`src/design/vm_pkg.sv`:
```
package vm_pkg;

  //////////////////////////////
  // widths and depths
  //////////////////////////////

  localparam int word_w      = 16;
  localparam int byte_w      = 8;
  localparam int code_depth  = 256;
  localparam int var_depth   = 256;
  localparam int stack_depth = 256;

  //////////////////////////////
  // opcodes kept from the VM
  //////////////////////////////

  localparam logic [byte_w-1:0] op_mov_const   = 8'h00;
  localparam logic [byte_w-1:0] op_mov         = 8'h01;
  localparam logic [byte_w-1:0] op_add         = 8'h02;
  localparam logic [byte_w-1:0] op_add_const   = 8'h03;
  localparam logic [byte_w-1:0] op_call        = 8'h04;
  localparam logic [byte_w-1:0] op_ret         = 8'h05;
  localparam logic [byte_w-1:0] op_jmp         = 8'h07;
  localparam logic [byte_w-1:0] op_djnz        = 8'h09;
  localparam logic [byte_w-1:0] op_cond_jmp    = 8'h0A;
  localparam logic [byte_w-1:0] op_kill_thread = 8'h11;
  localparam logic [byte_w-1:0] op_sub         = 8'h13;
  localparam logic [byte_w-1:0] op_and         = 8'h14;
  localparam logic [byte_w-1:0] op_or          = 8'h15;
  localparam logic [byte_w-1:0] op_shl         = 8'h16;
  localparam logic [byte_w-1:0] op_shr         = 8'h17;

  // condJmp subop layout, low three bits carry the condition
  localparam int subop_var_bit  = 7;
  localparam int subop_wide_bit = 6;

  typedef enum logic [2:0] {
    pass_b, add, sub, and_op, or_op, shl, shr, dec
  } alu_op_t;

  // codes 6 and 7 have no name and never branch
  typedef enum logic [2:0] {
    jz, jnz, jg, jge, jl, jle
  } cond_t;

  //////////////////////////////
  // port bundles
  //////////////////////////////

  typedef struct packed {
    logic              en;
    logic [byte_w-1:0] addr;
    logic [byte_w-1:0] data;
  } prog_wr_t;

  typedef struct packed {
    logic              req;
    logic [word_w-1:0] start_pc;
  } run_cmd_t;

  typedef struct packed {
    alu_op_t           op;
    logic [word_w-1:0] a;
    logic [word_w-1:0] b;
  } alu_req_t;

  typedef struct packed {
    logic              is_djnz;
    cond_t             cond;
    logic [word_w-1:0] lhs;
    logic [word_w-1:0] rhs;
  } cmp_req_t;

  typedef struct packed {
    logic              en;
    logic [byte_w-1:0] idx;
    logic [word_w-1:0] data;
  } var_wr_t;

endpackage

```
`src/design/branch_unit.sv`:
```
module branch_unit (
  input  vm_pkg::cmp_req_t cmp_req,
  output logic             taken
);

  logic [vm_pkg::word_w-1:0] dec_val;

  // djnz looks at the value it is about to write back
  assign dec_val = cmp_req.lhs - 16'd1;

  always_comb begin
    if (cmp_req.is_djnz) begin
      taken = (dec_val != '0);
    end else begin
      // all comparisons unsigned
      case (cmp_req.cond)
        vm_pkg::jz:  taken = (cmp_req.lhs == cmp_req.rhs);
        vm_pkg::jnz: taken = (cmp_req.lhs != cmp_req.rhs);
        vm_pkg::jg:  taken = (cmp_req.lhs >  cmp_req.rhs);
        vm_pkg::jge: taken = (cmp_req.lhs >= cmp_req.rhs);
        vm_pkg::jl:  taken = (cmp_req.lhs <  cmp_req.rhs);
        vm_pkg::jle: taken = (cmp_req.lhs <= cmp_req.rhs);
        default:     taken = 1'b0;
      endcase
    end
  end

endmodule

```
`config.mk`:
```
export PLATFORM = sky130hd
export DESIGN_NAME = branch_unit
export DESIGN_NICKNAME = d
export VERILOG_FILES = /design/src/design/vm_pkg.sv /design/src/design/branch_unit.sv
export SDC_FILE = /design/constraint.sdc
export NUM_CORES = 1
export LEC_CHECK = 0
export BUFFER_PORTS_ARGS = -buffer_cell sky130_fd_sc_hd__buf_4
export CAP_MARGIN = 25
export CORE_AREA = 2 2 39 41
export DETAILED_ROUTE_END_ITERATION = 16
export DIE_AREA = 0 0 41 43
export PLACE_DENSITY_LB_ADDON = 0.12
export RECOVER_POWER = 25
export SETUP_SLACK_MARGIN = 0.15
export SYNTH_ARGS = -nofsm -noshare
export SYNTH_HDL_FRONTEND = slang
export SYNTH_SLANG_ARGS = --single-unit
```
`constraint.sdc`:
```
create_clock -name vclk -period 2.77
set_input_delay 0.554 -clock vclk [all_inputs]
set_output_delay 0.554 -clock vclk [all_outputs]
set_load 0.1 [all_outputs]
```
* After elaboration in Yosys (flattened, before gate mapping)
Index checks and enable logic that the tools add are counted.
** Storage, ports and cells
- Logic and storage cells :: 16
- Register bits :: 0
- Input bits :: 36
- Output and inout port bits :: 1
** Cells by class
- Eq/ne operators :: 7
- Mux-type cells :: 2
- Order comparisons :: 4
- Add/subtract/negate cells :: 1
- Reductions and logical operators :: 2
** Operators with widths (number)
- 16-bit == test :: 1
- 16-bit greater-or-equal comparator :: 1
- 16-bit greater-than comparator :: 1
- 16-bit less-or-equal comparator :: 1
- 16-bit < comparator :: 1
- 16-bit != test :: 1
- 16-bit nonzero test :: 1
- 16-bit by 1-bit subtractor with 16-bit output, second input constant :: 1
- 3-bit by 2-bit == test with 1-bit output, second input constant :: 2
- 3-bit == test, second input constant :: 2
- 1-bit one-hot mux with 6 select lines :: 1
- 3-bit by 1-bit == test with 1-bit output, second input constant :: 1
- 3-bit logical NOT :: 1
- 1-bit two-way mux :: 1

* Depth between registers and ports, before layout
- Word-level depth :: 3
- Mapped depth :: 8

* Worst setup path before layout
Ideal clock, no wire load.
- Kind :: input to output
- From :: input port cmp_req[13] in the netlist's numbering
- To :: output port taken
- Arrival time :: 3337 ps
- Path slack :: -1121 ps
- Path buffers :: 0
- Cell stages on the path :: 8
- Path through :: inv_1 > ha_1 > nand4_4 > nor4_4 > xnor2_1 > o21ai_2 > a21oi_1 > a31oi_1
** Between the ends
- Longest elaborated chain between the ends :: 3
** Ends and longest elaborated chain
- from (decl) :: line branch_unit.sv:2 : input vm_pkg::cmp_req_t cmp_req,
- 16-bit less-or-equal comparator (tied with other cells) :: line branch_unit.sv:22 : vm_pkg::jle: taken = (cmp_req.lhs <= cmp_req.rhs);
- 1-bit one-hot mux with 6 select lines (*) :: line branch_unit.sv:16 : case (cmp_req.cond)
- 1-bit two-way mux (*) :: line branch_unit.sv:12 : if (cmp_req.is_djnz) begin
- to (decl) :: line branch_unit.sv:3 : output logic taken
Mark *: on every way between the ends. The rest lies on a longest branch, timed or not.

* Final worst setup path
- From :: input port cmp_req[17] in the netlist's numbering
- To :: output port taken
** Between the ends
- Longest elaborated chain between the ends :: 3
** Ends and longest elaborated chain
- 16-bit by 1-bit subtractor with 16-bit output (tied with other cells) :: line branch_unit.sv:9 : assign dec_val = cmp_req.lhs - 16'd1;
- 16-bit nonzero test / 1-bit one-hot mux with 6 select lines (equally long branches) :: line branch_unit.sv:13, branch_unit.sv:16
- 1-bit two-way mux (*) :: line branch_unit.sv:12
Marks and branches as above.

==> results.json <==
{
  "post-route-min-period_ns": 2.91,
  "max_cap_viol_count": 0,
  "fin_setup_tns_ns": -0.139,
  "antenna_cells": 0,
  "dieWidth_um": 41,
  "seq_area_sq_um": 0,
  "wl_um": 2020,
  "highest_layer": "met4",
  "arrival_ns": 2.35,
  "place_ws_ns": -0.235,
  "io_pins": 37,
  "worst_hold_startpoint": "cmp_req[33]",
  "synth_fp_nets": 126,
  "grt_overflow": 0,
  "syn_area_sq_um": 556,
  "yosysMostFrequentCell": "inv_1",
  "max_clock_freq_mhz": 344,
  "die-height_um": 43,
  "slew_viol_final": 0,
  "critical_path_class": "in2out",
  "dp_hpwl_um": 1370,
  "drtIter0Drc": 9,
  "worstSetupEndpointType": "output pin",
  "viasPerCell": 5.40,
  "netlist_instances": 74,
  "p_per_area_nw_per_um2": 164,
  "ir_drop_mv": 0.118,
  "failed_checks": "setup timing",
  "setup_slack_ns": -0.139,
  "hold_violations": 0,
  "grt_pass1_wl_um": 3080,
  "synth_warnings": 0,
  "whs_ns": 1.60,
  "cp-startpoint": "cmp_req[17]",
  "grtUsageTotal_pct": 24.7,
  "met2WireLength_um": 1150,
  "num-nets-final": 174,
  "die_area_sq_um": 1760,
  "holdCritPathClass": "in2out",
  "core_region_area_sq_um": 1380,
  "dr.pass1.iters": 4,
  "grt_max_degree": 6,
  "syn_area_per_cell_sq_um": 7.51,
  "ys_top_cells_by_count": "18 x inv_1, 16 x ha_1, 6 x a21oi_1",
  "layout-drive-gt1-share_pct": 59.2,
  "ys_types": 23,
  "drc_errors": 0,
  "vias": 734,
  "final_antenna_net_count": 0,
  "m1WireLength_um": 706,
  "antenna_found_initial": 0,
  "first_global_vias": 794,
  "status": "finished with violations",
  "tightest_slew_ns": 0.493,
  "path_max_fanout": 2,
  "synth.area.top_cells": "ha_1 36%, inv_1 12%, nand4_4 7.7%",
  "post_drt_wl_per_cell_um": 14.8,
  "synth_area_leader_cell": "ha_1",
  "ctsHoldBuffers": 0,
  "netlist.area_leader.share_pct": 36.0,
  "rows": 14,
  "maxSlewHeadroom_pct": 66.8,
  "cp-start-kind": "input port",
  "rsz0062_at_grt": "true",
  "area_delta_synth_final_pct": 109,
  "routabilityCongestion": 0.771,
  "p_leak_nw": 0.534,
  "seq_cells": 0,
  "initial_utilization_pct": 40.1,
  "setup_viol": 1,
  "n_clock_buffer": 0,
  "worstPathRequired_ns": 2.22,
  "portBuffers": 37,
  "period_share_pct": 105,
  "routed-wl-met3_um": 122,
  "seq_area_frac_synth_pct": 0
}
-- worst max-delay path, cell delays in order --
cell	delay (ns)
buf_6	0.10
ha_4	0.26
nor2b_4	0.13
o211ai_1	0.14
a2111oi_4	0.33
a2111oi_2	0.09
buf_4	0.15
a21o_1	0.21
a31oi_4	0.21
buf_12	0.19
-- final cells by class --
cell class | instances | area [sq um]
Multi-Input combinational cell | 56 | 702
Timing Repair Buffer | 46 | 369
Inverter | 18 | 72.6
Fill cell | 90 | 220
Tap cell | 16 | 20.0
-- power breakdown --
part,internal [W],switching [W]
combinational,0.000103,0.0000875
clock,0,0
sequential,0,0
total,0.000103,0.0000875
-- metrics by stage --
step                      area (sq um)  util [%]  power (W)  instances
after floorplan                    589         -  0.0000756         74
after global placement             925      66.8   0.000137        132
after detailed placement           925      66.8   0.000141        132
after CTS                         1120      81.1   0.000179        136
after global routing              1160      84.1   0.000206        136
final                             1160      84.1   0.000191        136
-- cell usage in the layout, fill, tap and decap left out, drive strengths merged, types with 2 or more instances in the layout --
| cell | netlist | routed |
|---|---|---|
| nand2 | 3 | 3 |
| nand3 | 2 | 2 |
| ha | 16 | 16 |
| a21oi | 6 | 6 |
| nor2 | 4 | 4 |
| nand4 | 5 | 5 |
| inv | 18 | 18 |
| buf | 0 | 46 |
| nor4 | 3 | 3 |
| a21o | 2 | 2 |
| a2111oi | 2 | 2 |
| o21ai | 4 | 4 |
-- cell families (layout without fill, tap and decap cells) --
family / after synthesis / in the layout / synth area share (%)
buf+inv: 18 / 64 / 12.2
fa+ha+maj: 16 / 16 / 36.0
simple gates: 21 / 21 / 29.1
xor+xnor: 1 / 1 / 1.58
compound gates: 18 / 18 / 21.2
-- worst paths after layout --
check             endpoint  slack [ns]  depth (start not counted)
setup / recovery     taken       -0.14                         10
hold / removal       taken        1.60                          5
-- layer usage --
metal	global-route usage [%]	up-vias
met5	0	-
met3	1.57	4
met1	25.0	334
met2	49.1	32
li1	-	364
met4	5.33	0
-- what timing repair did --
| item | 4_1_cts | 5_1_grt |
|---|---|---|
| setup buffers | 4 | 0 |
| setup endpoints to repair | 1 | 1 |
| resized for setup | 21 | 4 |
| pin swaps | 10 | 5 |
(Power assumes the default switching activity.)
