File: src/design/vm_pkg.sv
package vm_pkg;

  //////////////////////////////
  // widths and depths
  //////////////////////////////

  localparam int word_w      = 16;
  localparam int byte_w      = 8;
  localparam int code_depth  = 256;
  localparam int var_depth   = 256;
  localparam int stack_depth = 256;

  //////////////////////////////
  // opcodes kept from the VM
  //////////////////////////////

  localparam logic [byte_w-1:0] op_mov_const   = 8'h00;
  localparam logic [byte_w-1:0] op_mov         = 8'h01;
  localparam logic [byte_w-1:0] op_add         = 8'h02;
  localparam logic [byte_w-1:0] op_add_const   = 8'h03;
  localparam logic [byte_w-1:0] op_call        = 8'h04;
  localparam logic [byte_w-1:0] op_ret         = 8'h05;
  localparam logic [byte_w-1:0] op_jmp         = 8'h07;
  localparam logic [byte_w-1:0] op_djnz        = 8'h09;
  localparam logic [byte_w-1:0] op_cond_jmp    = 8'h0A;
  localparam logic [byte_w-1:0] op_kill_thread = 8'h11;
  localparam logic [byte_w-1:0] op_sub         = 8'h13;
  localparam logic [byte_w-1:0] op_and         = 8'h14;
  localparam logic [byte_w-1:0] op_or          = 8'h15;
  localparam logic [byte_w-1:0] op_shl         = 8'h16;
  localparam logic [byte_w-1:0] op_shr         = 8'h17;

  // condJmp subop layout, low three bits carry the condition
  localparam int subop_var_bit  = 7;
  localparam int subop_wide_bit = 6;

  typedef enum logic [2:0] {
    pass_b, add, sub, and_op, or_op, shl, shr, dec
  } alu_op_t;

  // codes 6 and 7 have no name and never branch
  typedef enum logic [2:0] {
    jz, jnz, jg, jge, jl, jle
  } cond_t;

  //////////////////////////////
  // port bundles
  //////////////////////////////

  typedef struct packed {
    logic              en;
    logic [byte_w-1:0] addr;
    logic [byte_w-1:0] data;
  } prog_wr_t;

  typedef struct packed {
    logic              req;
    logic [word_w-1:0] start_pc;
  } run_cmd_t;

  typedef struct packed {
    alu_op_t           op;
    logic [word_w-1:0] a;
    logic [word_w-1:0] b;
  } alu_req_t;

  typedef struct packed {
    logic              is_djnz;
    cond_t             cond;
    logic [word_w-1:0] lhs;
    logic [word_w-1:0] rhs;
  } cmp_req_t;

  typedef struct packed {
    logic              en;
    logic [byte_w-1:0] idx;
    logic [word_w-1:0] data;
  } var_wr_t;

endpackage

File: src/design/code_ram.sv
module code_ram (
  input  logic                      clk,
  input  vm_pkg::prog_wr_t          prog_wr,
  input  logic [vm_pkg::word_w-1:0] fetch_addr,
  output logic [vm_pkg::byte_w-1:0] fetch_data
);

  logic [vm_pkg::byte_w-1:0] code [vm_pkg::code_depth];

  // host load port
  always_ff @(posedge clk) begin
    if (prog_wr.en)
      code[prog_wr.addr] <= prog_wr.data;
  end

  // upper pc bits alias onto the same 256 bytes
  assign fetch_data = code[fetch_addr[vm_pkg::byte_w-1:0]];

endmodule

File: config.mk
export PLATFORM = sky130hd
export DESIGN_NAME = code_ram
export DESIGN_NICKNAME = d
export VERILOG_FILES = /design/src/design/vm_pkg.sv /design/src/design/code_ram.sv
export SDC_FILE = /design/constraint.sdc
export NUM_CORES = 2
export LEC_CHECK = 0
export BUFFER_PORTS_ARGS = -buffer_cell sky130_fd_sc_hd__buf_2
export CAP_MARGIN = 40
export CORE_MARGIN = 10
export CORE_UTILIZATION = 54
export DETAILED_ROUTE_END_ITERATION = 10
export GPL_ROUTABILITY_DRIVEN = 0
export PLACE_DENSITY = 0.75
export SLEW_MARGIN = 15
export SYNTH_ARGS = -nofsm -noshare
export SYNTH_HDL_FRONTEND = slang
export SYNTH_SLANG_ARGS = --single-unit
File: constraint.sdc
create_clock -name clk -period 9.1 [get_ports clk]
set_input_delay 2.275 -clock clk [delete_from_list [all_inputs] [get_ports clk]]
set_output_delay 2.275 -clock clk [all_outputs]
set_load 0.02 [all_outputs]
======== After elaboration in Yosys (flattened, before gate mapping) ========
Memories as Yosys holds them, arrays and structs flattened.
Index checks and enable logic that the tools add are counted.
word-level totals
  register bits after elaboration ......... 0
  RAM bits ................................ 2,048
  memories ................................ 1
operators by class
  mux-type cells .......................... 2
memories
  name  words  width  read ports  clocked after memory_dff  wr ports  RTL line       text
  code  256    8      1           0                         1         code_ram.sv:8  logic [vm_pkg::byte_w-1:0] code [vm_pkg::code_depth];
operators by type and width
  operator  number
  $mux W1   2

======== Depth between registers and ports, before layout ========
  depth after elaboration ................. 2
  gate-level depth with buffers ........... 11
  gate-level depth less buffers ........... 6

======== Worst setup path before layout ========
No wires, ideal clock.
  kind .................................... input -> output
  start ................................... input port fetch_addr[1] (netlist bit)
  end ..................................... output port fetch_data[3] (netlist bit)
  data arrival time ....................... 4.403 ns
  required time ........................... 6.825 ns
  slack ................................... 2.422 ns
  stages .................................. 9
  path buffers ............................ 3
  path through ............................ buf_2 buf_4 or2b_1 buf_1 o221ai_1 a21oi_1 o32ai_1 nor3_1 nor4_1
between the ends
  word-level cells in the longest chain between the ends .. 1
RTL lines
  element          RTL line       text
  start, declared  code_ram.sv:4  input logic [vm_pkg::word_w-1:0] fetch_addr,
  $mem_v2 Z256 W8  -
  end, declared    code_ram.sv:5  output logic [vm_pkg::byte_w-1:0] fetch_data
Every way passes these cells.

======== Worst setup path in the final report ========
  start ................................... input port fetch_addr[1] (netlist bit)
  end ..................................... output port fetch_data[0] (netlist bit)
The elaborated chain is that of the path after synthesis.

==> impl_metrics.sql <==
INSERT INTO impl_metrics (metric_group, metric, value, unit) VALUES
('worst_setup_path', 'crit_path_top_delay_cell', 'nor4_1', ''),
('power', 'power.ir.vdd_worst', '0.000204', 'V'),
('clock_tree', 'cts_max_level', '4', ''),
('final_layout', 'largest_register_ff_count', '2048', ''),
('timing', 'fin_crit', '8.07', 'ns'),
('worst_setup_path', 'crit_type', 'in2out', ''),
('floorplanning', 'chipHeight', '403', 'microns'),
('timing', 'worst_slew_pin_slew', '0.918', 'ns'),
('final_layout', 'area.sequential', '61500', 'sq um'),
('timing', 'tns', '0', 'ns'),
('worst_setup_path', 'path_cells', 'buf_8 -> buf_12 -> buf_4 -> mux4_2 -> mux4_2 -> nor2b_1 -> nor4_1 -> buf_4 -> nor4_2 -> buf_2', ''),
('synth', 'ys_ff_latch', '2048', ''),
('floorplanning', 'die_x', '403', 'microns'),
('min_path', 'hold_path.class', 'in2reg', ''),
('worst_setup_path', 'setup.worst_path.start_class', 'input pin', ''),
('clock_tree', 'clkSinkCount', '2048', ''),
('clock_tree', 'cts_setup_buffers', '0', ''),
('synth', 'synthesis.yosys.warnings', '0', ''),
('floorplanning', 'num_io_pins', '42', ''),
('min_path', 'whs_endpoint', 'code[227][2]', ''),
('placement', 'place_hpwl', '115000', 'microns'),
('synth', 'netlist_area', '79400', 'sq um'),
('clock_tree', 'clock_path_buffers', '3', ''),
('synth', 'synthTopCellsByArea', 'edfxtp_1 (77%), mux4_2 (13%), mux2i_1 (1.7%), nor2_1 (1.3%), a22oi_1 (1.3%)', ''),
('detailed_routing', 'number_of_vias_per_cell_after_detailed_routing', '6.62', ''),
('worst_setup_path', 'required', '6.83', 'ns'),
('synth', 'synth.avg_cell_area', '21.3', 'sq um'),
('synth', 'yosys.area.top_type_share', '77.5', '%'),
('synth', 'synth_commonest_cells', 'edfxtp_1 (2048), mux4_2 (454), nor2_1 (282)', ''),
('final_layout', 'finish.cell_count_without_fillers', '5969', ''),
('detailed_routing', 'drtIter0Drc', '5317', ''),
('synth', 'synthArstFlopShare', '0', '%'),
('clock_tree', 'postCtsHoldBufs', '0', ''),
('placement', 'post_dp_cell_area', '82300', 'sq um'),
('run', 'max_cap_violations', '0', ''),
('floorplanning', 'floorplan.core_area', '146000', 'sq um'),
('clock_tree', 'cts_inserted_buffers', '185', ''),
('timing', 'timing.final.max_slew_violations', '0', ''),
('min_path', 'hold-path-cell-count', '1', ''),
('floorplanning', 'placement_rows', '140', ''),
('clock_tree', 'clk_pin_slew', '0.06', 'ns'),
('synth', 'synth_cell_type_count', '54', ''),
('grt', 'antenna_found_initial', '12', ''),
('worst_setup_path', 'path_buf_inv', '5', ''),
('worst_setup_path', 'timing.critical_path.slowest_cell_delay', '0.53', 'ns'),
('timing', 'number_of_hold_slack_violations_in_the_final_timing_report', '0', ''),
('timing', 'grt_setup_unrepaired', 'no', ''),
('synth', 'synth_most_common_cell', 'edfxtp_1', ''),
('final_layout', 'final_layout_size_suffix_gt1_share', '23.2', '%'),
('clock_tree', 'clock_tree.root_cell', 'clkbuf_16', ''),
('worst_setup_path', 'timing.critical_path.max_delay_family', 'buffers and inverters', ''),
('detailed_routing', 'wl_per_cell', '31.5', 'microns'),
('detailed_routing', 'vias', '39500', ''),
('final_layout', 'biggestRegsByFlops', 'code: 2048 flops', ''),
('final_layout', 'final_net_count', '3929', ''),
('floorplanning', 'area_of_the_die', '163000', 'sq um'),
('synth', 'synth-edff-count', '2048', ''),
('min_path', 'worst_hold_startpoint', 'prog_wr[2]', ''),
('synth', 'seq_area_frac_synth', '77.5', '%'),
('synth', 'synth_area_leader_cell', 'edfxtp_1', ''),
('timing', 'fmax_achieved', '124', 'MHz'),
('final_layout', 'stdcell_area', '88400', 'sq um'),
('final_layout', 'fill_cells', '9624', ''),
('power', 'total_leakage_power', '27.3', 'nW'),
('grt', 'grt_residual_overflow', '0', ''),
('power', 'power.density', '214', 'nW/um^2'),
('detailed_routing', 'firstDrtPassIters', '6', ''),
('grt', 'grt_first_pass_wirelength', '273000', 'microns'),
('detailed_routing', 'totalWireLength', '188000', 'microns'),
('final_layout', 'area_growth_syn_to_layout', '11.3', '%'),
('status', 'status', 'complete, no violations', '');
-- power breakdown --
group / switching (mW) / total [mW] / internal (mW)
registers: 0.00478 / 10.4 / 10.4
logic: 0.631 / 0.971 / 0.340
clock network: 3.32 / 7.59 / 4.27
-- how the worst max path moves through the flow --
stage | slack [ns] | depth (start not counted) | to | start
6_report | 1.03 | 10 | fetch_data[0] | fetch_addr[1]
5_1_grt | 0.96 | 10 | fetch_data[3] | fetch_addr[2]
4_1_cts | 1.03 | 10 | fetch_data[0] | fetch_addr[1]
3_5_place_dp | 1.08 | 10 | fetch_data[0] | fetch_addr[1]
3_3_place_gp | 0.79 | 7 | fetch_data[5] | fetch_addr[7]
2_1_floorplan | 2.42 | 9 | fetch_data[3] | fetch_addr[1]
-- stage by stage --
step | power (mW) | utilization [%] | setup WS [ns]
floorplan | 11.1 | - | 2.42
global placement | 11.5 | 56.1 | 0.791
detailed placement | 11.6 | 56.4 | 1.08
CTS | 19.0 | 60.4 | 1.03
global route | 19.4 | 60.6 | 0.964
finish | 19.0 | 60.6 | 1.03
-- cell usage in the layout (no fill, tap or decap), types with 23 or more instances in the layout --
| cell | count |
|---|---|
| edfxtp_1 | 2048 |
| buf_2 | 23 |
| nor2b_1 | 28 |
| clkbuf_1 | 53 |
| mux4_2 | 454 |
| nand3_1 | 34 |
| clkbuf_16 | 191 |
| o22ai_1 | 28 |
| nand2_1 | 32 |
| o221ai_1 | 46 |
| mux2i_1 | 134 |
| a22oi_1 | 133 |
| nor2_1 | 279 |
| clkinv_1 | 44 |
| buf_4 | 143 |
| a21oi_1 | 96 |
-- layout make-up --
| class | instances | area share [%] |
|---|---|---|
| clock buffer | 244 | 5.63 |
| inverter | 2 | 0.00849 |
| clock inverter | 93 | 0.977 |
| timing repair buffer | 216 | 2.36 |
| tap | 1917 | 2.71 |
| antenna | 7 | 0.0198 |
| sequential | 2048 | 69.6 |
| multi-input combinational | 1442 | 18.7 |
-- cell families after synthesis --
group / count (synthesis) / share of synthesized area, %
flops: 2048 / 77.5
buf+inv: 235 / 1.83
mux: 591 / 14.6
compound gates: 385 / 3.43
simple gates: 466 / 2.63
-- routing by layer --
layer	track usage (%)	wire, microns	share of wire (%)	up-vias
li1	-	-	-	16000
met1	32.0	69500	37	20600
met4	9.01	7680	4.1	12
met3	5.63	22100	12	371
met5	0	83	0.044	-
met2	35.3	88600	47	2487
(Power assumes the default switching activity.)
