### config.mk
export PLATFORM = sky130hd
export DESIGN_NAME = call_stack
export DESIGN_NICKNAME = d
export VERILOG_FILES = /design/src/design/vm_pkg.sv /design/src/design/call_stack.sv
export SDC_FILE = /design/constraint.sdc
export NUM_CORES = 2
export LEC_CHECK = 0
export ABC_CLOCK_PERIOD_IN_PS = 7250
export BUFFER_PORTS_ARGS = -buffer_cell sky130_fd_sc_hd__buf_2
export CELL_PAD_IN_SITES_DETAIL_PLACEMENT = 2
export CELL_PAD_IN_SITES_GLOBAL_PLACEMENT = 2
export CORE_ASPECT_RATIO = 1.5
export CORE_MARGIN = 10
export CORE_UTILIZATION = 55
export DETAILED_ROUTE_END_ITERATION = 6
export PLACE_DENSITY = 0.89
export SLEW_MARGIN = 20
export SYNTH_ARGS = -nofsm -noshare
export SYNTH_HDL_FRONTEND = slang
export SYNTH_SLANG_ARGS = --single-unit
### constraint.sdc
create_clock -name clk -period 7.25 [get_ports clk]
set_clock_uncertainty 0.15 [all_clocks]
set_input_delay 0.725 -clock clk [delete_from_list [all_inputs] [get_ports clk]]
set_output_delay 0.725 -clock clk [all_outputs]
set_load 0.01 [all_outputs]
### src/design/vm_pkg.sv
package vm_pkg;

  //////////////////////////////
  // widths and depths
  //////////////////////////////

  localparam int word_w      = 16;
  localparam int byte_w      = 8;
  localparam int code_depth  = 256;
  localparam int var_depth   = 256;
  localparam int stack_depth = 256;

  //////////////////////////////
  // opcodes kept from the VM
  //////////////////////////////

  localparam logic [byte_w-1:0] op_mov_const   = 8'h00;
  localparam logic [byte_w-1:0] op_mov         = 8'h01;
  localparam logic [byte_w-1:0] op_add         = 8'h02;
  localparam logic [byte_w-1:0] op_add_const   = 8'h03;
  localparam logic [byte_w-1:0] op_call        = 8'h04;
  localparam logic [byte_w-1:0] op_ret         = 8'h05;
  localparam logic [byte_w-1:0] op_jmp         = 8'h07;
  localparam logic [byte_w-1:0] op_djnz        = 8'h09;
  localparam logic [byte_w-1:0] op_cond_jmp    = 8'h0A;
  localparam logic [byte_w-1:0] op_kill_thread = 8'h11;
  localparam logic [byte_w-1:0] op_sub         = 8'h13;
  localparam logic [byte_w-1:0] op_and         = 8'h14;
  localparam logic [byte_w-1:0] op_or          = 8'h15;
  localparam logic [byte_w-1:0] op_shl         = 8'h16;
  localparam logic [byte_w-1:0] op_shr         = 8'h17;

  // condJmp subop layout, low three bits carry the condition
  localparam int subop_var_bit  = 7;
  localparam int subop_wide_bit = 6;

  typedef enum logic [2:0] {
    pass_b, add, sub, and_op, or_op, shl, shr, dec
  } alu_op_t;

  // codes 6 and 7 have no name and never branch
  typedef enum logic [2:0] {
    jz, jnz, jg, jge, jl, jle
  } cond_t;

  //////////////////////////////
  // port bundles
  //////////////////////////////

  typedef struct packed {
    logic              en;
    logic [byte_w-1:0] addr;
    logic [byte_w-1:0] data;
  } prog_wr_t;

  typedef struct packed {
    logic              req;
    logic [word_w-1:0] start_pc;
  } run_cmd_t;

  typedef struct packed {
    alu_op_t           op;
    logic [word_w-1:0] a;
    logic [word_w-1:0] b;
  } alu_req_t;

  typedef struct packed {
    logic              is_djnz;
    cond_t             cond;
    logic [word_w-1:0] lhs;
    logic [word_w-1:0] rhs;
  } cmp_req_t;

  typedef struct packed {
    logic              en;
    logic [byte_w-1:0] idx;
    logic [word_w-1:0] data;
  } var_wr_t;

endpackage

### src/design/call_stack.sv
module call_stack (
  input  logic                      clk,
  input  logic                      reset,
  input  logic                      push,
  input  logic                      pop,
  input  logic [vm_pkg::word_w-1:0] push_data,
  output logic [vm_pkg::word_w-1:0] top
);

  logic [vm_pkg::word_w-1:0] entries [vm_pkg::stack_depth];
  logic [vm_pkg::byte_w-1:0] sp;
  logic [vm_pkg::byte_w-1:0] below;

  // pointer wraps at both ends
  always_ff @(posedge clk) begin
    if (!reset)
      sp <= '0;
    else if (push)
      sp <= sp + 8'd1;
    else if (pop)
      sp <= sp - 8'd1;
  end

  always_ff @(posedge clk) begin
    if (push)
      entries[sp] <= push_data;
  end

  // last pushed entry, ready before the pop edge
  assign below = sp - 8'd1;
  assign top   = entries[below];

endmodule

==> results of run 1 <==
==> stage by stage <==
step              setup slack, ps  hold slack, ps  cells
floorplan                    2520             442   6779
global placement              945             512  10525
==> kinds of logic after synthesis <==
kind of cell,synth area share
compound gates,0.0341
flops,0.793
buf+inv,0.0102
simple gates,0.0131
mux,0.149
fa+ha+maj,0.000322
xor+xnor,0.000620
==> cells in the mapped netlist, drive strengths merged, types with 3 or more instances <==
master  count  area, um^2
buf        74         328
dfxtp       8         160
nand3      23         115
nor4       67         425
clkbuf    331        1240
mux4     1024       23100
nor2b       8        50.1
inv         3        11.3
a22oi     514        3860
nand4      19         119
a21oi     259        1300
ha          4        50.1
and3       18         113
and2        8        50.1
o21ai       4        20.0
nor2      245         920
nor3        9        45.0
xnor2       8        70.1
edfxtp   4096      123000
xor2        3        26.3
nand2      30         123
nand2b      4        25.0
==> impl_summary.log, run 1 <==
[metrics] gp weighted congestion: approximately 0.86
[metrics] Horiz. Die Dim: between 400 and 500 um
[metrics] sequential fraction of the synthesis area: 0.793
[metrics] Stop Error: Error: detail_place.tcl, 38 bad optional access
[metrics] number of standard cells after synthesis: 6779
[metrics] die boundary height: approximately 670 um
[metrics] Seq cells post-synth: 4104
[metrics] Most used DFF post-synth: sky130_fd_sc_hd__edfxtp_1
[metrics] Stop stage: 3_5_place_dp
[metrics] result of the run: did not finish
[metrics] Rows: approximately 240
[metrics] number of buffers inserted by port buffering: 35
[metrics] boundary pin count: 36
[metrics] YS warnings: 0
[metrics] synthesized area per cell: roughly 23 um^2
[metrics] Initial Utilization: 0.554
[metrics] post-synth design cell area: around 160000 um^2
[metrics] number of synthesized flops with an enable pin: just over 4000
[metrics] post-synthesis cell type count: 42
[metrics] async set-reset flop share out of synthesis: 0
[metrics] Net Count, Synth: between 6000 and 7000
==> run 2, diff against run 1 <==
--- a/config.mk
+++ b/config.mk
@@ -7,13 +7,10 @@
 export LEC_CHECK = 0
 export ABC_CLOCK_PERIOD_IN_PS = 7250
 export BUFFER_PORTS_ARGS = -buffer_cell sky130_fd_sc_hd__buf_2
-export CELL_PAD_IN_SITES_DETAIL_PLACEMENT = 2
-export CELL_PAD_IN_SITES_GLOBAL_PLACEMENT = 2
-export CORE_ASPECT_RATIO = 1.5
 export CORE_MARGIN = 10
-export CORE_UTILIZATION = 55
+export CORE_UTILIZATION = 40
 export DETAILED_ROUTE_END_ITERATION = 6
-export PLACE_DENSITY = 0.89
+export PLACE_DENSITY_LB_ADDON = 0.15
 export SLEW_MARGIN = 20
 export SYNTH_ARGS = -nofsm -noshare
 export SYNTH_HDL_FRONTEND = slang
==> impl_summary.log, run 2 <==
[metrics] result of the run: completed
[metrics] antenna-violating nets left: 0
[metrics] most area-hungry cell type in the Yosys netlist: sky130_fd_sc_hd__edfxtp_1
[metrics] pre-CTS worst setup slack: between 200 and 300 ps
[metrics] Max Transition Viols Final: 0
[metrics] Hold Crit Start: push_data[15]
[metrics] PnR Total Power: around 0.055 W
[metrics] slowest stage delay, CP: about 740 ps
[metrics] CTS HTree Levels: 5
[metrics] crit path kind: register to output pin
[metrics] async set-reset flop share out of synthesis: 0 (unchanged)
[metrics] P&R area growth vs syn: 15.1%
[metrics] die area: 414000 um^2
[metrics] worst endpoint data arrival time: roughly 6300 ps
[metrics] number of buffers inserted by port buffering: 35 (unchanged)
[metrics] final count of negative-setup-slack endpoints: 0
[metrics] share of layout cells above drive strength 1: 0.293
[metrics] Critical Path, Cell by Cell: inv_1 > ha_4 > or3b_1 > nor4_1 > nor4_2 > nand2_1 > buf_4 > a21oi_2 > nor4_4 > buf_4 > nand4_1 > buf_2
[metrics] final-layout worst hold slack: around 54 ps
[metrics] detailed-route wire length per cell: around 34 um
[metrics] Reg2Reg Capture Point: entries[69][5]$_DFFE_PP_
[metrics] number of placed instances with taps included: ~12000
[metrics] Critical Path RT: approximately 6400 ps
[metrics] final critical-path share of the clock period: 0.990
[metrics] number of filler instances in the final layout: about 32000
[metrics] DRC violation total after the first TritonRoute iteration: around 8600
[metrics] largest family of logic cells by synthesized area: multiplexers
[metrics] nature of the critical path endpoint: output pin
[metrics] remaining design rule violation count: 0
[metrics] leakage power of the design: 53.9 nW
[metrics] fraction of the mapped netlist area in adder cells: 0.000322 (unchanged)
[metrics] die boundary height: 643 um (-4.1%)
[metrics] TritonCTS sink count: 4104
[metrics] power per unit of standard cell area: 307 nW/um^2
[metrics] gp weighted congestion: 0.824 (-3.9%)
[metrics] path depth of the worst reg2reg path: 4
[metrics] time the worst path needs with I/O delays and setup: slightly above 7000 ps
[metrics] share of the synthesized area in compound gates (AO/OA/AOI/OAI): 0.0341 (unchanged)
[metrics] YS warnings: 0 (unchanged)
[metrics] post-synth design cell area: 155000 um^2 (unchanged)
[metrics] largest register by flop count: entries
[metrics] Slew HR: 0.167
[metrics] maxcap violations: 0
[metrics] synthesized area per cell: 22.9 um^2 (unchanged)
[metrics] crit path from: sp[0]$_SDFFE_PN0P_
[metrics] xor/xnor share of the synthesized area: 0.000620 (unchanged)
[metrics] most frequent standard cell in the layout excluding fill and tap cells: sky130_fd_sc_hd__edfxtp_1
[metrics] cell at the slowest stage of the critical path: sky130_fd_sc_hd__nand4_1
[metrics] Most used DFF post-synth: sky130_fd_sc_hd__edfxtp_1
[metrics] GR Overflow Total: 0
[metrics] maximum number of pins on one net before global-route repair: around 180
[metrics] Horiz. Die Dim: 643 um (+42%)
[metrics] RSZ-0062 raised after global routing: no
[metrics] Initial Utilization: 0.402 (-0.152)
[metrics] critical path peak fanout: 32
[metrics] Routed WL: between 400 and 500 mm
[metrics] number of buffers inserted during clock tree synthesis: about 430
[metrics] simple-gate portion of the synthesized area: 0.0131 (unchanged)
[metrics] count leader, synth: sky130_fd_sc_hd__edfxtp_1
[metrics] max FFs per register: ~4100
[metrics] Net Count, Synth: 6803 (unchanged)
[metrics] worst setup path endpoint: top[7]
[metrics] Rows: 228 (-4.2%)
[metrics] vias in the first global route: 76039
[metrics] master cell of the clock root buffer: sky130_fd_sc_hd__clkbuf_16
[metrics] share of cell area taken by muxes after synthesis: 0.149 (unchanged)
[metrics] Initial DRT Pass Iterations: 5
[metrics] number of synthesized flops with an enable pin: 4096 (unchanged)
[metrics] most area-consuming cells after synthesis: sky130_fd_sc_hd__edfxtp_1, sky130_fd_sc_hd__mux4_2, sky130_fd_sc_hd__a22oi_1, sky130_fd_sc_hd__a21oi_1, sky130_fd_sc_hd__clkbuf_1
[metrics] boundary pin count: 36 (unchanged)
[metrics] half-perimeter wire length of the detailed placement result: between 200 and 250 mm
[metrics] count of vias placed by the detailed router: roughly 75000
[metrics] NumNets Final: 7285
[metrics] number of endpoints with negative hold slack in the final report: 0
[metrics] total global routing track utilization: 0.206
[metrics] FMAX: about 140 MHz
[metrics] HP Class: input port to register
[metrics] reg-to-reg critical path startpoint: sp[2]$_SDFFE_PN0P_
[metrics] top cells by count, synth: sky130_fd_sc_hd__edfxtp_1, sky130_fd_sc_hd__mux4_2, sky130_fd_sc_hd__a22oi_1
[metrics] number of standard cells after synthesis: 6779 (unchanged)
[metrics] top-area cell type share of the netlist area: 0.792 (unchanged)
[metrics] clock-pin transition on the worst setup and hold timing paths: ~60 ps
[metrics] post-synthesis cell type count: 42 (unchanged)
[metrics] Worst-Margin Slew: between 1000 and 1500 ps
[metrics] number of cells in the finished layout apart from fillers: between 10000 and 15000
[metrics] flop-to-flop setup slack: approximately 2600 ps
[metrics] Final WS setup: between 70 and 80 ps
[metrics] maximum buffer depth of the clock tree: 4
[metrics] clock tree from TritonCTS: built
[metrics] Seq cells post-synth: 4104 (unchanged)
[metrics] vias per std cell: between 5 and 6
[metrics] critical path's most frequent cell: sky130_fd_sc_hd__buf_4
[metrics] registers with the most flip-flops: entries x4096, sp x8
[metrics] global-route wire length before repair: between 600 and 700 mm
[metrics] sequential fraction of the synthesis area: 0.793 (unchanged)
[metrics] commonest cells after routing, fill and taps aside: sky130_fd_sc_hd__edfxtp_1, sky130_fd_sc_hd__mux4_2, sky130_fd_sc_hd__a22oi_1, sky130_fd_sc_hd__clkbuf_16, sky130_fd_sc_hd__buf_4
[metrics] VDD IR-drop max: approximately 210 uV
[metrics] antenna violations before repair: 25
[metrics] clock insertion delay at the later pin of the skew report: slightly below 1000 ps
[metrics] core region area: 386000 um^2
[metrics] Startpoint Class: register
## run 2: cell counts after synthesis
Identical to the previous run, type by type.
## run 2: power breakdown
part	switching (W)	total [W]	internal (W)	leakage [nW]
registers	0.0000428	0.0262	0.0262	36.9
clock network	0.00920	0.0213	0.0121	6.55
logic	0.00475	0.00727	0.00252	10.5
total	0.0140	0.0548	0.0408	53.9
## run 2: metal layers
layer / part of all wire / wire, um / global-route usage / up-vias
li1: - / - / - / 30226
met1: 0.42 / 183000 / 0.290 / 40990
met2: 0.48 / 210000 / 0.333 / 2738
met3: 0.065 / 28300 / 0.0309 / 598
met4: 0.034 / 15000 / 0.0642 / 2
met5: 0.000016 / 7 / 0 / -
## run 2: cells by family (layout without fill, tap and decap cells)
family / count (synthesis) / count (layout)
xor gates and xnor gates: 11 / 11
DFF: 4104 / 4104
muxes: 1024 / 1024
and+or+nand+nor: 438 / 438
buffers and inverters: 408 / 1241
AOI/OAI and AO/OA: 790 / 790
other: 0 / 23
adders and majority gates: 4 / 4
## run 2: through the flow
stage          utilization  area [um^2]  TNS, ps
6_report             0.463       179000        0
5_1_grt              0.462       179000        0
4_1_cts              0.462       179000        0
3_5_place_dp         0.427       165000        0
3_3_place_gp         0.426       165000     -494
2_1_floorplan            -       155000        0
## run 2: how the worst min path moves through the flow
stage / endpoint / slack, ps / cells past startpoint
2_1_floorplan: sp[1]$_SDFFE_PN0P_ / 440 / 2
3_3_place_gp: sp[1]$_SDFFE_PN0P_ / 500 / 2
3_5_place_dp: sp[1]$_SDFFE_PN0P_ / 520 / 2
4_1_cts: entries[148][1]$_DFFE_PP_ / 30 / 1
5_1_grt: entries[252][15]$_DFFE_PP_ / 80 / 1
6_report: entries[254][15]$_DFFE_PP_ / 50 / 1
## run 2: timing repair
item                                    CTS  global route
gates resized for setup                  10             1
setup buffers                             1             0
hold buffers                              2             0
pin swaps                                 2             0
endpoints found under the setup margin    6             2
hold endpoints to repair                 12             0
## run 2: critical path, delay by kind of cell (launching register included)
kind | cells | cell delay, ps
compound gates | 1 | 110
fa+ha+maj | 1 | 300
buf+inv | 4 | 1150
flops | 1 | 540
simple gates | 6 | 3170
## run 2: area by class of cell
| cell class | count | area [um^2] | area share |
|---|---|---|---|
| antenna | 23 | 57.6 | 0.000322 |
| multi-input combinational | 2267 | 31400 | 0.176 |
| clock buffer | 537 | 11200 | 0.0627 |
| sequential | 4104 | 123000 | 0.689 |
| tap | 5175 | 6470 | 0.0362 |
| timing repair buffer | 456 | 4060 | 0.0227 |
| clock inverter | 245 | 2300 | 0.0129 |
| inverter | 3 | 11.3 | 0.0000630 |
Note: power is estimated with default switching activity, not from simulation.
