===== config.mk =====
export PLATFORM = sky130hd
export DESIGN_NAME = alu_unit
export DESIGN_NICKNAME = d
export VERILOG_FILES = /design/src/design/vm_pkg.sv /design/src/design/alu_unit.sv
export SDC_FILE = /design/constraint.sdc
export NUM_CORES = 1
export LEC_CHECK = 0
export ABC_AREA = 1
export BUFFER_PORTS_ARGS = -buffer_cell sky130_fd_sc_hd__buf_2
export CORE_MARGIN = 4
export CORE_UTILIZATION = 55
export DETAILED_ROUTE_END_ITERATION = 6
export PLACE_DENSITY = 0.81
export SETUP_SLACK_MARGIN = 0.05
export SLEW_MARGIN = 10
export SYNTH_ARGS = -nofsm -noshare
export SYNTH_HDL_FRONTEND = slang
export SYNTH_SLANG_ARGS = --single-unit

===== constraint.sdc =====
create_clock -name vclk -period 3.2
set_input_delay 0.32 -clock vclk [all_inputs]
set_output_delay 0.32 -clock vclk [all_outputs]
set_load 0.005 [all_outputs]

===== src/design/vm_pkg.sv =====
package vm_pkg;

  //////////////////////////////
  // widths and depths
  //////////////////////////////

  localparam int word_w      = 16;
  localparam int byte_w      = 8;
  localparam int code_depth  = 256;
  localparam int var_depth   = 256;
  localparam int stack_depth = 256;

  //////////////////////////////
  // opcodes kept from the VM
  //////////////////////////////

  localparam logic [byte_w-1:0] op_mov_const   = 8'h00;
  localparam logic [byte_w-1:0] op_mov         = 8'h01;
  localparam logic [byte_w-1:0] op_add         = 8'h02;
  localparam logic [byte_w-1:0] op_add_const   = 8'h03;
  localparam logic [byte_w-1:0] op_call        = 8'h04;
  localparam logic [byte_w-1:0] op_ret         = 8'h05;
  localparam logic [byte_w-1:0] op_jmp         = 8'h07;
  localparam logic [byte_w-1:0] op_djnz        = 8'h09;
  localparam logic [byte_w-1:0] op_cond_jmp    = 8'h0A;
  localparam logic [byte_w-1:0] op_kill_thread = 8'h11;
  localparam logic [byte_w-1:0] op_sub         = 8'h13;
  localparam logic [byte_w-1:0] op_and         = 8'h14;
  localparam logic [byte_w-1:0] op_or          = 8'h15;
  localparam logic [byte_w-1:0] op_shl         = 8'h16;
  localparam logic [byte_w-1:0] op_shr         = 8'h17;

  // condJmp subop layout, low three bits carry the condition
  localparam int subop_var_bit  = 7;
  localparam int subop_wide_bit = 6;

  typedef enum logic [2:0] {
    pass_b, add, sub, and_op, or_op, shl, shr, dec
  } alu_op_t;

  // codes 6 and 7 have no name and never branch
  typedef enum logic [2:0] {
    jz, jnz, jg, jge, jl, jle
  } cond_t;

  //////////////////////////////
  // port bundles
  //////////////////////////////

  typedef struct packed {
    logic              en;
    logic [byte_w-1:0] addr;
    logic [byte_w-1:0] data;
  } prog_wr_t;

  typedef struct packed {
    logic              req;
    logic [word_w-1:0] start_pc;
  } run_cmd_t;

  typedef struct packed {
    alu_op_t           op;
    logic [word_w-1:0] a;
    logic [word_w-1:0] b;
  } alu_req_t;

  typedef struct packed {
    logic              is_djnz;
    cond_t             cond;
    logic [word_w-1:0] lhs;
    logic [word_w-1:0] rhs;
  } cmp_req_t;

  typedef struct packed {
    logic              en;
    logic [byte_w-1:0] idx;
    logic [word_w-1:0] data;
  } var_wr_t;

endpackage


===== src/design/alu_unit.sv =====
module alu_unit (
  input  vm_pkg::alu_req_t          alu_req,
  output logic [vm_pkg::word_w-1:0] alu_result
);

  logic over_shift;

  // any count at or above the word width clears the result
  assign over_shift = |alu_req.b[vm_pkg::word_w-1:$clog2(vm_pkg::word_w)];

  always_comb begin
    case (alu_req.op)
      vm_pkg::pass_b: alu_result = alu_req.b;
      vm_pkg::add:    alu_result = alu_req.a + alu_req.b;
      vm_pkg::sub:    alu_result = alu_req.a - alu_req.b;
      vm_pkg::and_op: alu_result = alu_req.a & alu_req.b;
      vm_pkg::or_op:  alu_result = alu_req.a | alu_req.b;
      vm_pkg::shl: begin
        if (over_shift)
          alu_result = '0;
        else
          alu_result = alu_req.a << alu_req.b[$clog2(vm_pkg::word_w)-1:0];
      end
      vm_pkg::shr: begin
        if (over_shift)
          alu_result = '0;
        else
          alu_result = alu_req.a >> alu_req.b[$clog2(vm_pkg::word_w)-1:0];
      end
      // djnz counter step
      vm_pkg::dec:    alu_result = alu_req.a - 16'd1;
      default:        alu_result = alu_req.b;
    endcase
  end

endmodule


# After elaboration in Yosys (flattened, before gate mapping)

Cells that the tools add are included.

Flip-flop bits (word level): 0
Output and inout port bits: 16

Add/sub/neg operators: 3
Muxes and demuxes: 3
Reductions and logical operators: 2
Shifts and indexed selects: 2
Equality and inequality tests: 7
Bitwise logic cells: 2

Operators with widths:

| cell                                                | count |
|---|---|
| one-hot mux 16 bit (8 select lines)                 | 1 |
| two-way mux 16 bit                                  | 2 |
| adder 16 bit                                        | 1 |
| bitwise AND 16 bit                                  | 1 |
| OR 16 bit                                           | 1 |
| << shifter 16 x 4 -> 16 bit                         | 1 |
| right shift 16 x 4 -> 16 bit                        | 1 |
| subtractor 16 x 1 -> 16 bit, second input constant  | 1 |
| subtractor 16 bit                                   | 1 |
| equality test 3 bit, second input constant          | 4 |
| OR reduction 12 bit                                 | 1 |
| equality test 3 x 2 -> 1 bit, second input constant | 2 |
| equality test 3 x 1 -> 1 bit, second input constant | 1 |
| logical NOT 3 bit                                   | 1 |

# Logic depth before layout (Yosys ltp)

Gate-level depths: netlist of the first run.

Depth in word-level cells: 3
Depth in mapped cells: 21

# Worst setup path after synthesis of the first run

No wires, ideal clock.

Path kind: input -> output
From: input port alu_req[1] in the netlist's numbering
To: output port alu_result[15] in the netlist's numbering
Setup slack: 0.117 ns
Buffers on the path: 2
Stages on the path: 19
Data arrival time: 2.763 ns
Required time: 2.880 ns
Cell sequence: buf_2 > inv_2 > buf_2 > ha_1 > nand3_1 > o21ai_2 > o21ai_1 > nor3_1 > a21oi_1 > ha_1 > a21oi_1 > nand2_1 > nand2_1 > nand3_1 > a21oi_1 > inv_1 > nand2_1 > nand3_1 > a21oi_1

Longest elaborated chain between the ends: 3

RTL lines:

| item                                                      | line           | RTL |
|---|---|---|
| start: declaration                                        | alu_unit.sv:2  | `input vm_pkg::alu_req_t alu_req,` |
| branches (longest 2 deep; another with subtractor 16 bit) | n/a            |  |
| one-hot mux 16 bit (8 select lines) *                     | alu_unit.sv:12 | `case (alu_req.op)` |
| end: declaration                                          | alu_unit.sv:3  | `output logic [vm_pkg::word_w-1:0] alu_result` |

Every way passes the cells marked *.

# Worst setup path in the final report of the first run

From: input port alu_req[32] in the netlist's numbering
To: output port alu_result[8] in the netlist's numbering

Longest elaborated chain between the ends: 2

RTL lines:

| item                                        | line |
|---|---|
| equality test 3 bit (tied with other cells) | alu_unit.sv:12 |
| one-hot mux 16 bit (8 select lines) *       | alu_unit.sv:12 |

Mark *: on every way between the ends. The rest lies on a longest branch, timed or not.

==> results of run 1 <==
worst min-delay path: stages:
cell	delay (ns)
buf_2	0.13
nor2_1	0.10
a21oi_1	0.04
buf_2	0.12
stage by stage:
step | cell area (sq um) | hold WS (ns) | power (mW) | setup TNS, ns
floorplan | 3290 | 0.761 | 0.470 | 0
global placement | 3620 | 1.01 | 0.674 | 0
detailed placement | 3620 | 1.01 | 0.687 | -0.0469
CTS | 3650 | 1.02 | 0.697 | 0
global route | 4040 | 1.05 | 0.914 | -0.139
finish | 4040 | 1.02 | 0.839 | 0
layout make-up:
type	instances	share of cell area, %
inverter	84	7.98
multi-input combinational	559	76.7
timing repair buffer	84	13.1
tap	72	2.23
repair_timing:
item | in CTS | in global routing
resized for setup | 7 | 66
hold endpoints to repair | 0 | 0
pin swaps | 1 | 34
setup endpoints to repair | 5 | 11
setup buffers | 0 | 18
cell usage in the layout (no fill, tap or decap), drive strengths merged, types with 9 or more instances in the layout:
cell / synthesis / routed
o21a: 12 / 12
a21oi: 56 / 56
ha: 16 / 16
nor3: 9 / 9
nor2: 47 / 47
o21ai: 64 / 64
inv: 83 / 83
nand2: 216 / 216
nand3: 79 / 79
o211ai: 17 / 17
buf: 16 / 84
report_power, final:
group	internal [mW]	switching [mW]
clock network	0	0
registers	0	0
logic	0.320	0.519
total	0.320	0.519
cells by family after synthesis:
logic type	count (synthesis)
simple gates	371
fa+ha+maj	17
buf+inv	110
compound gates	171
routing by layer:
metal  vias to the layer above  global-route usage, %
li1                       2369                      -
met1                      2229                   49.6
met2                       422                   52.0
met3                        87                   2.33
met4                         0                   11.9
met5                         -                      0
worst max path at each step:
stage | slack (ns) | from | endpoint
6_report | 0.12 | alu_req[32] | alu_result[8]
5_1_grt | -0.06 | alu_req[32] | alu_result[10]
4_1_cts | 0.06 | alu_req[34] | alu_result[12]
3_5_place_dp | -0.05 | alu_req[0] | alu_result[15]
3_3_place_gp | 0.05 | alu_req[0] | alu_result[15]
2_1_floorplan | 0.12 | alu_req[1] | alu_result[15]
==> run_results.csv, run 1 <==
group,metric,value,unit
global_route,grt_pass1_wl,20600,microns
sta,finalSetupViolations,0,
final_layout,drive_above_1_share,21.5,%
sta,worst_slew_pin_slew,0.546,ns
routing,firstDrtPassIters,7,
place,place_ws,-0.0469,ns
global_route,grt_pass1_vias,4173,
sta,fin_ws,0.117,ns
floorplanning,fp-row-count,27,
setup_path,start_kind,"input port",
floorplanning,fp.dieW,85.4,microns
setup_path,slowest_delay,0.30,ns
final_layout,final_nets,781,
power,leakagePower,2.11,nW
final_layout,clkbuf_count,0,
logic_synthesis,synthMuxAreaShare,0,%
power,ir_drop,0.000177,V
logic_synthesis,synth_top_family_by_area,"simple AND/OR/NAND/NOR gates",
final_layout,multiInputGateArea,3100,sq um
logic_synthesis,synth_commonest_cells,"211 x nand2_1, 79 x inv_1, 78 x nand3_1, 56 x a21oi_1, 53 x o21ai_0",
routing,via_per_inst,6.39,
final_layout,nFillCells,526,
worst_hold_path,hold_start,"alu_req[12]",
floorplanning,die_area,7290,sq um
sta,hold_viol_final,0,
setup_path,worst_path_max_delay_cell,"ha_1",
logic_synthesis,yosysMostFrequentCell,"nand2_1",
routing,drt_iter0_drc,791,
logic_synthesis,yosysUniqueCellTypes,43,
setup_path,cp.buffers_inverters,6,
floorplanning,fp.dieH,85.4,microns
sta,slew_viol_final,0,
setup_path,critical_path_class,"in -> out",
outcome,status,"finished, final reports clean",
logic_synthesis,synth.area.top_cells,"nand2_1 24%, nand3_1 12%, inv_1 9.0%",
routing,wl_met1,5540,microns
floorplanning,io_pins,51,
routing,via_count,5107,
logic_synthesis,ys_seq_area_share,0,%
logic_synthesis,yosys_warnings,0,
setup_path,worstSetupPathDepth,20,
logic_synthesis,mappedNetlistArea,3290,sq um
final_layout,regArea,0,sq um
global_route,grt_antenna_before_repair,0,
power,powerDensity,207,nW/um^2
logic_synthesis,synth_adder_area_share,6.69,%
setup_path,crit_fanout,7,
routing,remaining_drc_errors,0,
sta,fin_crit_sh,96.3,%
logic_synthesis,syn_avg_cell_area,4.92,sq um
final_layout,fin_util,71.7,%
logic_synthesis,synth-xor-area-share,0,%
setup_path,cp_cell_sequence,"buf_4, inv_2, nand2_1, nand2_2, nand2_4, buf_4, o31ai_2, o21ai_1, o21ai_1, ha_1, buf_4, nand2_2, o21a_1, nand2_1, a21boi_0, o21ai_0, nand3_1, nand2_1, inv_1, buf_2",
logic_synthesis,synthCells,669,
setup_path,critPathCaptureType,"primary output",
place,port_buffers,51,
final_layout,seq_cells,0,
place,hpwl,10500,microns
logic_synthesis,synth_top_cell_by_area,"nand2_1",
place,place.gp.congestion,0.978,
routing,wl_per_cell,17.5,microns
setup_path,crit_required,2.88,ns
place,post-place-cells,781,
sta,finalCriticalPeriod,3.08,ns
final_layout,syn_to_final_growth,22.8,%
worst_hold_path,worstHoldPathCells,4,
global_route,gr-total-overflow,0,
sta,rsz0062_at_grt,"true",
sta,slew_headroom,63.2,%
clock_network,cts_hold_buf,0,
sta,fmaxAchievable,324,MHz
flow_run,maxCapViolations,0,
worst_hold_path,holdPathEnd,"alu_result[12]",
routing,routed_wirelength,14000,microns
setup_path,critical-path-top-delay-family,"compound AO/OA/AOI/OAI gates",
floorplanning,start_util,58.4,%
routing,route.met3.wl,1780,microns
setup_path,worst_ep_arrival_time,2.76,ns
final_layout,antenna_cells,0,
logic_synthesis,synth-simple-area-share,49.4,%
logic_synthesis,synth_compound_area_share,30.4,%
final_layout,final_cell_count_no_fill,799,
global_route,gr-usage-all-layers,34.0,%
logic_synthesis,netlist.area_leader.share,24.1,%
logic_synthesis,synth_fp_nets,721,
floorplanning,fp.coreArea,5640,sq um
worst_hold_path,min_path_type,"in -> out",
routing,met2_wirelength,5900,microns
routing,highest_layer,"met4",
routing,antenna_left,0,
global_route,grt_max_degree,36,
(Power assumes the default switching activity.)
==> inputs of run 2 (changes only) <==
- REMOVE_ABC_BUFFERS: not set -> 1
==> run_results.csv, run 2 (synthesis results as in run 1) <==
group,metric,value,unit
final_layout,final_nets,775,
final_layout,antenna_cells,0,
floorplanning,fp.dieH,85.4,microns
global_route,grt_pass1_vias,4098,
setup_path,crit_required,2.88,ns
final_layout,final_cell_count_no_fill,793,
power,powerDensity,204,nW/um^2
worst_hold_path,worstHoldPathCells,4,
routing,drt_iter0_drc,840,
power,leakagePower,2.09,nW
sta,worst_slew_pin_slew,0.550,ns
global_route,grt_max_degree,36,
floorplanning,fp.coreArea,5640,sq um
global_route,grt_antenna_before_repair,0,
power,p_comb_share,100.0,%
final_layout,drive_above_1_share,22.3,%
sta,hold_viol_final,0,
routing,remaining_drc_errors,0,
setup_path,start_kind,"input port",
floorplanning,fp-row-count,27,
routing,antenna_left,0,
place,place.gp.congestion,1.02,
power,switching_share,62.2,%
outcome,status,"finished, final reports clean",
setup_path,crit_path_start,"alu_req[1]",
power,p_clk_share,0,%
floorplanning,io_pins,51,
routing,routed_wirelength,13800,microns
final_layout,clkbuf_count,0,
routing,firstDrtPassIters,7,
setup_path,critPathCaptureType,"primary output",
global_route,gr-total-overflow,0,
place,port_buffers,51,
global_route,grt_pass1_wl,20800,microns
final_layout,fin_util,71.1,%
place,place_ws,-0.0798,ns
final_layout,regArea,0,sq um
final_layout,final_cell_mix,"194 x nand2_1, 75 x inv_1, 73 x nand3_1, 50 x buf_2, 46 x o21ai_0",
sta,fin_hold_ws,1.02,ns
power,switching_power,508,uW
worst_hold_path,min_path_type,"in -> out",
global_route,gr-usage-all-layers,34.5,%
routing,via_per_inst,6.24,
sta,finalSetupViolations,0,
power,ir_drop,0.000190,V
power,internal-power,309,uW
place,post-place-cells,781,
clock_network,cts_hold_buf,0,
sta,fmaxAchievable,326,MHz
final_layout,final_common_cell,"nand2_1",
setup_path,critical_path_class,"in -> out",
floorplanning,die_area,7290,sq um
setup_path,crit_fanout,5,
routing,wl_per_cell,17.4,microns
sta,rsz0062_at_grt,"true",
sta,fin_crit_sh,95.9,%
power,pwr-share-seq,0,%
setup_path,endpoint,"alu_result[12]",
sta,slew_viol_final,0,
final_layout,syn_to_final_growth,21.8,%
floorplanning,fp.dieW,85.4,microns
flow_run,maxCapViolations,0,
sta,fin_ws,0.132,ns
setup_path,worst_ep_arrival_time,2.75,ns
routing,via_count,4945,
sta,tns,0,ns
place,hpwl,10300,microns
final_layout,seq_cells,0,
sta,slew_headroom,63.3,%
sta,finalCriticalPeriod,3.07,ns
floorplanning,start_util,58.4,%
## run 2: how the worst min path moves through the flow
stage	slack (ns)	endpoint	start
final	1.02	alu_result[12]	alu_req[12]
after global routing	1.06	alu_result[12]	alu_req[12]
after CTS	1.02	alu_result[12]	alu_req[12]
after detailed placement	1.02	alu_result[12]	alu_req[12]
after global placement	1.01	alu_result[12]	alu_req[12]
after floorplan	0.76	alu_result[1]	alu_req[1]
## run 2: repair_timing
action | 4_1_cts | 5_1_grt
gates resized for setup | 4 | 78
pin swaps | 1 | 36
cloned | 0 | 0
hold endpoints to repair | 0 | 0
buffers inserted | 2 | 10
endpoints found under the setup margin | 5 | 13
## run 2: layer usage
| metal | share of wire (%) | global-route usage [%] | vias up |
|---|---|---|---|
| met5 | 0 | 0 | - |
| met4 | 4.8 | 8.06 | 0 |
| met3 | 11 | 2.23 | 71 |
| met2 | 44 | 55.1 | 372 |
| met1 | 41 | 50.2 | 2143 |
| li1 | - | - | 2359 |
## run 2: cell type report
type	count	area, sq um
multi-input combinational	559	3120
inverter	84	320
fill	553	1630
tap	72	90.1
timing repair buffer	78	477
## run 2: metrics by stage
step / cell area [sq um] / total power, mW
final: 4010 / 0.816
after global routing: 4010 / 0.896
after floorplan: 3160 / 0.442
after CTS: 3650 / 0.689
after global placement: 3620 / 0.669
after detailed placement: 3620 / 0.680
## run 2: power groups by stage
| stage | Clock (mW) | Sequential, mW | Combinational (mW) |
|---|---|---|---|
| floorplan | 0 | 0 | 0.442 |
| global placement | 0 | 0 | 0.669 |
| detailed placement | 0 | 0 | 0.680 |
| CTS | 0 | 0 | 0.689 |
| global route | 0 | 0 | 0.896 |
| finish | 0 | 0 | 0.816 |
## run 2: worst max-delay path, stage by stage
cell and delay, ns:
buf_2 0.12, buf_6 0.12, nor2_4 0.13, nand2_4 0.10, o21ai_4 0.18, nand3_1 0.10, o21ai_0 0.09, inv_1 0.07
ha_1 0.36, a21oi_2 0.20, o21a_1 0.14, nand2_1 0.10, a21oi_2 0.21, inv_1 0.06, nand2_1 0.05, nand3_1 0.09
a21oi_1 0.16, buf_2 0.12
